### src/rtl/periph_pkg.sv
// Address map and bus types for the peripheral window; 12-bit local addresses, 32-bit data only
`default_nettype none

package periph_pkg;

	typedef logic [11:0] local_addr_t;
	typedef logic [31:0] word_t;
	typedef logic [3:0]  strb_t;
	typedef logic [1:0]  resp_t;
	typedef logic [7:0]  pad_buttons_t;

	localparam resp_t resp_okay   = 2'b00;
	localparam resp_t resp_slverr = 2'b10;

	// Upper four address bits pick the region
	localparam local_addr_t pads_base    = 12'h200;
	localparam local_addr_t counter_base = 12'h300;
	localparam local_addr_t config_base  = 12'h400;

	localparam int config_words = 16;

	typedef enum logic [1:0] {
		region_pads,
		region_counter,
		region_config,
		region_none
	} region_t;

	typedef struct packed {
		logic pad_clk;
		logic pad_latch;
	} pad_pins_t;

	typedef struct packed {
		local_addr_t awaddr;
		logic        awvalid;
		word_t       wdata;
		strb_t       wstrb;
		logic        wvalid;
		logic        bready;
		local_addr_t araddr;
		logic        arvalid;
		logic        rready;
	} axil_req_t;

	typedef struct packed {
		logic  awready;
		logic  wready;
		resp_t bresp;
		logic  bvalid;
		logic  arready;
		word_t rdata;
		resp_t rresp;
		logic  rvalid;
	} axil_rsp_t;

	// One-cycle request toward the register block
	typedef struct packed {
		logic        valid;
		logic        write;
		local_addr_t addr;
		word_t       wdata;
		strb_t       wstrb;
	} reg_req_t;

	typedef struct packed {
		word_t rdata;
		resp_t resp;
	} reg_rsp_t;

endpackage

`default_nettype wire
### src/rtl/periph_top.sv
// Peripheral window top; single clock domain, pad data pins are expected already synchronized
`timescale 1ns/1ps
`default_nettype none

module periph_top
	import periph_pkg::*;
#(
	parameter int scan_div_log2 = 9
) (
	input  wire logic      clk_50mhz,
	input  wire logic      resetn,
	input  wire axil_req_t s_axil_req,
	output axil_rsp_t      s_axil_rsp,
	input  wire logic      pad0_data,
	input  wire logic      pad1_data,
	output pad_pins_t      pad0_pins,
	output pad_pins_t      pad1_pins,
	output logic           rotate_video
);

	reg_req_t     reg_req;
	reg_rsp_t     reg_rsp;
	pad_buttons_t pad0_buttons;
	pad_buttons_t pad1_buttons;

	axil_slave_port bus_port (
		.clk_50mhz  (clk_50mhz),
		.resetn     (resetn),
		.s_axil_req (s_axil_req),
		.s_axil_rsp (s_axil_rsp),
		.reg_req    (reg_req),
		.reg_rsp    (reg_rsp)
	);

	// Both pads scanned in lockstep
	pad_scanner #(
		.scan_div_log2 (scan_div_log2)
	) pad0_scan (
		.clk_50mhz (clk_50mhz),
		.resetn    (resetn),
		.pad_data  (pad0_data),
		.pad_pins  (pad0_pins),
		.buttons   (pad0_buttons)
	);

	pad_scanner #(
		.scan_div_log2 (scan_div_log2)
	) pad1_scan (
		.clk_50mhz (clk_50mhz),
		.resetn    (resetn),
		.pad_data  (pad1_data),
		.pad_pins  (pad1_pins),
		.buttons   (pad1_buttons)
	);

	periph_regs regs (
		.clk_50mhz    (clk_50mhz),
		.resetn       (resetn),
		.reg_req      (reg_req),
		.pad0_buttons (pad0_buttons),
		.pad1_buttons (pad1_buttons),
		.reg_rsp      (reg_rsp),
		.rotate_video (rotate_video)
	);

endmodule

`default_nettype wire

### src/rtl/periph_regs.sv
// Pad and counter regions are read only; config region holds 16 words, addresses past them error
`timescale 1ns/1ps
`default_nettype none

module periph_regs
	import periph_pkg::*;
(
	input  wire logic         clk_50mhz,
	input  wire logic         resetn,
	input  wire reg_req_t     reg_req,
	input  wire pad_buttons_t pad0_buttons,
	input  wire pad_buttons_t pad1_buttons,
	output reg_rsp_t          reg_rsp,
	output logic              rotate_video
);

	localparam int idx_bits = $clog2(config_words);

	region_t             region;
	logic [idx_bits-1:0] cfg_idx;
	logic                cfg_write;
	word_t               cycle_count;
	word_t               cfg_mem [config_words];

	assign cfg_idx = reg_req.addr[idx_bits+1:2];

	// Region decode on the upper nibble
	always_comb begin
		if (reg_req.addr[11:8] == pads_base[11:8]) begin
			region = region_pads;
		end else if (reg_req.addr[11:8] == counter_base[11:8]) begin
			region = region_counter;
		end else if (reg_req.addr[11:8] == config_base[11:8]
			&& reg_req.addr[7:idx_bits+2] == '0) begin
			region = region_config;
		end else begin
			region = region_none;
		end
	end

	assign cfg_write = reg_req.valid && reg_req.write && (region == region_config);

	always_ff @(posedge clk_50mhz) begin
		if (!resetn) begin
			cycle_count <= '0;
		end else begin
			cycle_count <= cycle_count + 1'b1;
		end
	end

	always_ff @(posedge clk_50mhz) begin
		if (!resetn) begin
			for (int i = 0; i < config_words; i++) begin
				cfg_mem[i] <= '0;
			end
		end else if (cfg_write) begin
			for (int b = 0; b < 4; b++) begin
				if (reg_req.wstrb[b]) begin
					cfg_mem[cfg_idx][8*b +: 8] <= reg_req.wdata[8*b +: 8];
				end
			end
		end
	end

	// Same-cycle answer; errors carry zero data
	always_comb begin
		reg_rsp.rdata = '0;
		reg_rsp.resp  = resp_okay;
		case (region)
			region_pads: begin
				if (reg_req.write) begin
					reg_rsp.resp = resp_slverr;
				end else begin
					reg_rsp.rdata = {16'h0000, pad1_buttons, pad0_buttons};
				end
			end
			region_counter: begin
				if (reg_req.write) begin
					reg_rsp.resp = resp_slverr;
				end else begin
					reg_rsp.rdata = cycle_count;
				end
			end
			region_config: begin
				if (!reg_req.write) begin
					reg_rsp.rdata = cfg_mem[cfg_idx];
				end
			end
			default: begin
				reg_rsp.resp = resp_slverr;
			end
		endcase
	end

	assign rotate_video = cfg_mem[0][0];

endmodule

`default_nettype wire

### src/rtl/pad_scanner.sv
// Serial pad scan of 10 bit periods of 2**scan_div_log2 clocks; scan_div_log2 must be 2 or more
`timescale 1ns/1ps
`default_nettype none

module pad_scanner
	import periph_pkg::*;
#(
	parameter int scan_div_log2 = 9
) (
	input  wire logic clk_50mhz,
	input  wire logic resetn,
	input  wire logic pad_data,
	output pad_pins_t    pad_pins,
	output pad_buttons_t buttons
);

	typedef enum logic [1:0] {
		latch,
		shift,
		gap
	} state_t;

	// Last clock of the low half of a bit period
	localparam logic [scan_div_log2-1:0] sample_point =
		scan_div_log2'((1 << (scan_div_log2 - 1)) - 1);

	state_t                   state;
	logic [scan_div_log2-1:0] div_cnt;
	logic [2:0]               bit_cnt;
	logic                     period_end;
	logic                     sample;
	logic                     scan_done;
	pad_buttons_t             shift_q;

	assign period_end = (div_cnt == '1);
	assign sample     = (state == shift) && (div_cnt == sample_point);

	always_ff @(posedge clk_50mhz) begin
		if (!resetn) begin
			state     <= gap;
			div_cnt   <= '0;
			bit_cnt   <= '0;
			scan_done <= 1'b0;
			buttons   <= '0;
		end else begin
			div_cnt   <= div_cnt + 1'b1;
			scan_done <= sample && (bit_cnt == 3'd7);
			// Pins are active low, so a pressed button reads as 0
			if (scan_done) begin
				buttons <= ~shift_q;
			end
			if (period_end) begin
				case (state)
					latch: state <= shift;
					shift: begin
						bit_cnt <= bit_cnt + 1'b1;
						if (bit_cnt == 3'd7) begin
							state <= gap;
						end
					end
					default: state <= latch;
				endcase
			end
		end
	end

	// First bit out of the pad ends up in bit 0
	always_ff @(posedge clk_50mhz) begin
		if (sample) begin
			shift_q <= {pad_data, shift_q[7:1]};
		end
	end

	always_comb begin
		pad_pins.pad_latch = (state == latch);
		pad_pins.pad_clk   = (state == shift) && div_cnt[scan_div_log2-1];
	end

endmodule

`default_nettype wire

### src/rtl/axil_slave_port.sv
// One transaction at a time, reads win over writes, AW and W must be offered together
`timescale 1ns/1ps
`default_nettype none

module axil_slave_port
	import periph_pkg::*;
(
	input  wire logic      clk_50mhz,
	input  wire logic      resetn,
	input  wire axil_req_t s_axil_req,
	output axil_rsp_t      s_axil_rsp,
	output reg_req_t       reg_req,
	input  wire reg_rsp_t  reg_rsp
);

	typedef enum logic [1:0] {
		idle,
		write_resp,
		read_resp
	} state_t;

	state_t state;
	logic   rd_accept;
	logic   wr_accept;

	// Held response payload
	resp_t bresp_q;
	resp_t rresp_q;
	word_t rdata_q;

	always_comb begin
		rd_accept = (state == idle) && s_axil_req.arvalid;
		// Write needs both channels at once and loses to a pending read
		wr_accept = (state == idle) && !s_axil_req.arvalid
			&& s_axil_req.awvalid && s_axil_req.wvalid;
	end

	always_comb begin
		reg_req.valid = rd_accept || wr_accept;
		reg_req.write = wr_accept;
		reg_req.addr  = rd_accept ? s_axil_req.araddr : s_axil_req.awaddr;
		reg_req.wdata = s_axil_req.wdata;
		reg_req.wstrb = s_axil_req.wstrb;
	end

	always_ff @(posedge clk_50mhz) begin
		if (!resetn) begin
			state <= idle;
		end else begin
			case (state)
				idle: begin
					if (rd_accept) begin
						state <= read_resp;
					end else if (wr_accept) begin
						state <= write_resp;
					end
				end
				write_resp: begin
					if (s_axil_req.bready) begin
						state <= idle;
					end
				end
				read_resp: begin
					if (s_axil_req.rready) begin
						state <= idle;
					end
				end
				default: begin
					state <= idle;
				end
			endcase
		end
	end

	// Register answer arrives in the acceptance cycle
	always_ff @(posedge clk_50mhz) begin
		if (rd_accept) begin
			rdata_q <= reg_rsp.rdata;
			rresp_q <= reg_rsp.resp;
		end
		if (wr_accept) begin
			bresp_q <= reg_rsp.resp;
		end
	end

	always_comb begin
		s_axil_rsp.awready = wr_accept;
		s_axil_rsp.wready  = wr_accept;
		s_axil_rsp.bresp   = bresp_q;
		s_axil_rsp.bvalid  = (state == write_resp);
		s_axil_rsp.arready = rd_accept;
		s_axil_rsp.rdata   = rdata_q;
		s_axil_rsp.rresp   = rresp_q;
		s_axil_rsp.rvalid  = (state == read_resp);
	end

endmodule

`default_nettype wire

### config.mk
export PLATFORM = sky130hd
export DESIGN_NAME = periph_top
export DESIGN_NICKNAME = d
export VERILOG_FILES = /design/src/rtl/periph_pkg.sv /design/src/rtl/periph_top.sv /design/src/rtl/periph_regs.sv /design/src/rtl/pad_scanner.sv /design/src/rtl/axil_slave_port.sv
export SDC_FILE = /design/constraint.sdc
export NUM_CORES = 1
export LEC_CHECK = 0
export BUFFER_PORTS_ARGS = -buffer_cell sky130_fd_sc_hd__buf_2
export CORE_MARGIN = 10
export CORE_UTILIZATION = 60
export DETAILED_ROUTE_END_ITERATION = 8
export MAX_ROUTING_LAYER = met4
export PLACE_DENSITY = 0.78
export SETUP_SLACK_MARGIN = 0.4
export SYNTH_ARGS = -nofsm -noshare
export SYNTH_HDL_FRONTEND = slang
export SYNTH_SLANG_ARGS = --single-unit
### constraint.sdc
create_clock -name clk_50mhz -period 3.3 [get_ports clk_50mhz]
set_input_delay 0.33 -clock clk_50mhz [delete_from_list [all_inputs] [get_ports clk_50mhz]]
set_output_delay 0.33 -clock clk_50mhz [all_outputs]
set_load 0.02 [all_outputs]
-- Word-level counts from Yosys, hierarchy flattened
Memories as Yosys holds them, arrays and structs flattened.
Cells that the tools add are included.
Widths: inputs -> output; s select.
- register bits: 132
- bits in writable memories: 512
- output and inout bits: 46
- logic and storage cells: 111
- memories kept: 1
- add/subtract/negate cells: 5
- eq/ne operators: 20
- muxes and demuxes: 39
- bitwise operators: 2
- reductions and logical operators: 27
- memory list (name ; words ; bits a word ; read ports ; clocked after Yosys merged registers in ; wr ports ; line ; text):
    regs.cfg_mem ; 16 ; 32 ; 2 ; 0 ; 16 ; periph_regs.sv:23 ; word_t cfg_mem [config_words];
- operators with widths (operator ; number):
    $mux 32 ; 3
    $pmux 32 s3 ; 1
    $add 32x1->32 const B ; 1
    $reduce_or 32->1 ; 1
    $add 9x1->9 const B ; 2
    $eq 9x8->1 const B ; 2
    $eq 9x9->1 const B ; 2
    $mux 1 ; 18
    $mux 2 ; 9
    $mux 16 ; 1
    $not 8->8 ; 2
    $logic_and 1x1->1 ; 13
    $mux 12 ; 1
    $pmux 2 s2 ; 3
    $logic_not 2->1 ; 5
    $eq 2x1->1 const B ; 4
    $eq 4x2->1 const B ; 2
    $mux 4 ; 2
    $ne 2x2->1 const B ; 4
    $reduce_and 2->1 ; 4
    $add 3x1->3 const B ; 2
    $eq 3x3->1 const B ; 2
    $pmux 2 s3 ; 1
    $eq 2x2->1 const B ; 2
    other kinds (6) ; 6

-- Depth between registers and ports, before layout
- word-level depth: 15
- depth in mapped cells: 12
- depth with buffers taken out: 8

-- Cells and area by module
From an unflattened synthesis, not the netlist that was laid out.
- cell total of the unflattened synthesis: 2047
- area, all modules: 29334.4 um^2
- modules (own cells, without submodules) (module ; instances ; cells an instance ; area an instance (um^2) ; seq. area each (um^2)):
    periph_regs ; 1 ; 1741 ; 25260.5 ; 16015.4
    pad_scanner ; 2 ; 101 ; 1184.9 ; 700.7
    axil_slave_port ; 1 ; 104 ; 1704.1 ; 1121.1

-- Worst setup path after synthesis
No wires, ideal clock.
- path kind: reg-to-reg
- start: reg bus_port.state[0]
- end: mem regs.cfg_mem[10][0] (netlist name), enable pin
- setup time: 0.384 ns
- arrival time: 2.468 ns
- data required time: 2.916 ns
- path slack: 0.448 ns
- cell stages (with the launch flop): 9
- path buffers: 2
- period minus slack after synthesis: 2.852 ns
- cell sequence: dfxtp_1 or3b_1 buf_2 inv_4 mux2_4 buf_2 nor2_1 nand2_1 o21ai_0
- RTL lines (item ; line ; text):
    from (decl) ; axil_slave_port.sv:22 ; state_t state;
    from (signal assigned) ; axil_slave_port.sv:48 ; state <= idle;
    from (signal assigned) ; axil_slave_port.sv:53 ; state <= read_resp;
    from (signal assigned) ; axil_slave_port.sv:55 ; state <= write_resp;
    to (decl) ; periph_regs.sv:23 ;

==> results.cfg <==
[detailed_routing]
drc = 0
wl_per_cell_um = 26.4
vias = 23500
vias_per_cell = 6.60
ant_nets = 0
drtPass1Iterations = 7
wirelength_mm = 94.2
drt_iter0_drc = 3448

[die]
initial_utilization_pct = 60.5
fp-row-count = 81
core_area_um2 = 48700
dieArea_um2 = 58500
die_w_um = 242
io_pins = 115
die_y_um = 242

[cts]
htree_levels = 3
clk_pin_slew_ns = 0.06
cts_tree = yes
numClockSinks = 642
insertion_delay_ns = 0.62
numCtsBuffers = 67
clock_path_buffers = 3
cts_root_buf = clkbuf_16

[run]
drv_cap = 0

[synthesis]
ys_types = 65
synth_seq_cells = 642
syn_inst = 2692
synth-edff-count = 562
synthArstFlopShare_pct = 0
ys_seq_area_share_pct = 62.6
syn_avg_cell_area_um2 = 11.0
synth_area_um2 = 29500
synth-main-ff-cell = edfxtp_1
yosysWarnings = 0

[grt]
grt_usage_pct = 31.7
grt_pass1_wl_mm = 137
grt_overflow = 0
grt_pass1_vias = 22700
antenna_found_initial = 3
grt_max_degree = 113

[sta]
relSlewSlack_pct = 37.3
slew_viol_final = 0
tightest_slew_ns = 0.940
rsz0062_at_grt = false
skew_ns = 0.0184
setup_ws_ns = 0.476
setup_viol = 0
finalCritPeriodShare_pct = 85.6
setup_tns_ns = 0
timing.final.crit_period_ns = 2.82
fmax_mhz = 354
finalHoldViolCount = 0

[power_and_ir_drop]
power.density_nw_per_um2 = 561
power_mw = 19.1
leakagePower_nw = 12.1
peakVddDrop_mv = 0.345

[finish]
area_growth_pct = 15.3
drive_gt1_share_pct = 15.5
nets = 2926

[placement]
gp_congestion = 0.965
dp_slack_ns = 0.000436
portBuffers = 108
dp_hpwl_mm = 58.8

[outcome]
outcome = finished clean

[worst_hold_path]
hp-class = primary input to register

[setup_path]
worstPathArrival_ns = 3.28
start_kind = register
cp_max_fo = 59
critPathCaptureType = register
cp_data_required_time_ns = 3.76
crit_type = register to register
rrSetupSlack_ns = 0.48
logic make-up (layout without fill, tap and decap cells):
logic type	count (synthesis)	in the layout	synth area share (%)
mux	110	110	4.60
xor+xnor	35	35	1.04
buf+inv	198	400	2.99
compound gates	496	496	11.1
flops	642	642	62.6
fa+ha+maj	11	11	0.466
simple gates	1199	1199	17.2
other cells	1	5	0.0127
routing by layer:
layer	wire length, um	vias to the layer above	GRT usage [%]
li1	-	9945	-
met4	5000	0	16.6
met5	0	-	-
met2	42500	1932	47.4
met1	33200	11200	39.2
met3	13500	389	8.55
cell usage in the layout (no fill, tap or decap), drive strengths merged, types with 63 or more instances in the layout:
master / instances
a211oi: 82
a21oi: 140
buf: 271
clkbuf: 89
dfxtp: 80
edfxtp: 562
mux2i: 63
nand2: 408
nand3: 70
nor2: 552
o21ai: 86
worst max-delay path, stage by stage (launching register included):
cell,delay (ns)
dfxtp_1,0.35
or3b_4,0.46
clkinv_8,0.14
mux2_4,0.36
buf_12,0.19
mux2i_1,0.22
a22oi_2,0.26
nand4_1,0.31
a21oi_2,0.24
layout make-up:
cell class / instances / area [um^2]
antenna: 3 / 7.51
clock buffer: 88 / 1880
clock inverter: 30 / 389
fill: 3382 / 14700
inverter: 7 / 38.8
multi-input combinational: 1853 / 10300
sequential: 642 / 18500
tap: 664 / 831
timing repair buffer: 275 / 2120
where the power goes:
part | switching [mW] | internal, mW | total, mW
combinational | 1.38 | 0.616 | 1.99
clock | 3.18 | 4.73 | 7.91
sequential | 0.108 | 9.08 | 9.18
flip-flops by register name, indices dropped and copies added, names as in the netlist, 3 cells and up:
| signal | cells |
|---|---|
| regs.cfg_mem | 512 |
| bus_port.rdata_q | 32 |
| regs.cycle_count | 32 |
| pad0_scan.div_cnt | 9 |
| pad1_scan.div_cnt | 9 |
| pad0_scan.buttons | 8 |
| pad0_scan.shift_q | 8 |
| pad1_scan.buttons | 8 |
| pad1_scan.shift_q | 8 |
| pad0_scan.bit_cnt | 3 |
| pad1_scan.bit_cnt | 3 |
Yosys cell counts (14+ instances only):
cell	count	area share, %
mux2_2	30	1.1
xor2_1	14	0.42
dfxtp_1	80	5.4
nand2_1	408	5.2
a22oi_1	31	0.79
buf_2	53	0.90
xnor2_1	21	0.62
edfxtp_1	562	57
and2_1	58	1.2
buf_1	34	0.43
nor2_1	549	7.0
mux4_2	14	1.1
o211a_1	16	0.54
clkbuf_1	88	1.1
o2bb2ai_1	20	0.59
o21ai_0	84	1.4
nor2b_1	39	0.83
nand3_1	70	1.2
mux2i_1	58	2.0
a211oi_1	82	2.1
a21o_1	30	0.76
a32o_1	14	0.47
o22ai_1	22	0.47
a21oi_1	139	2.4
path summary, 6_finish.rpt:
path / cells past startpoint / endpoint / start
worst max-delay path: 8 / bus_port.rdata_q[10] / bus_port.state[0]
worst min-delay path: 3 / bus_port.state[1] / s_axil_req[0]
worst max register to register: 8 / bus_port.rdata_q[10] / bus_port.state[0]
worst min register to register: 1 / pad0_scan.div_cnt[0] / pad0_scan.div_cnt[0]
stage by stage:
step	cell area [um^2]	instances	util, %	hold WS [ns]
finish	34000	3562	69.8	0.0385
global route	34000	3562	69.8	0.0661
CTS	33900	3557	69.6	0.0207
detailed placement	31400	3421	64.5	0.433
global placement	31400	3421	64.5	0.434
floorplan	29500	2693	-	0.420
repair_timing:
action / in CTS / in global routing
resized for setup: 13 / 19
pin swaps: 4 / 2
hold buffers: 3 / 0
setup endpoints to repair: 241 / 564
cloned: 0 / 1
hold endpoints to repair: 3 / 0
buffers inserted: 15 / 1
Power figures use the tool's default switching activity.
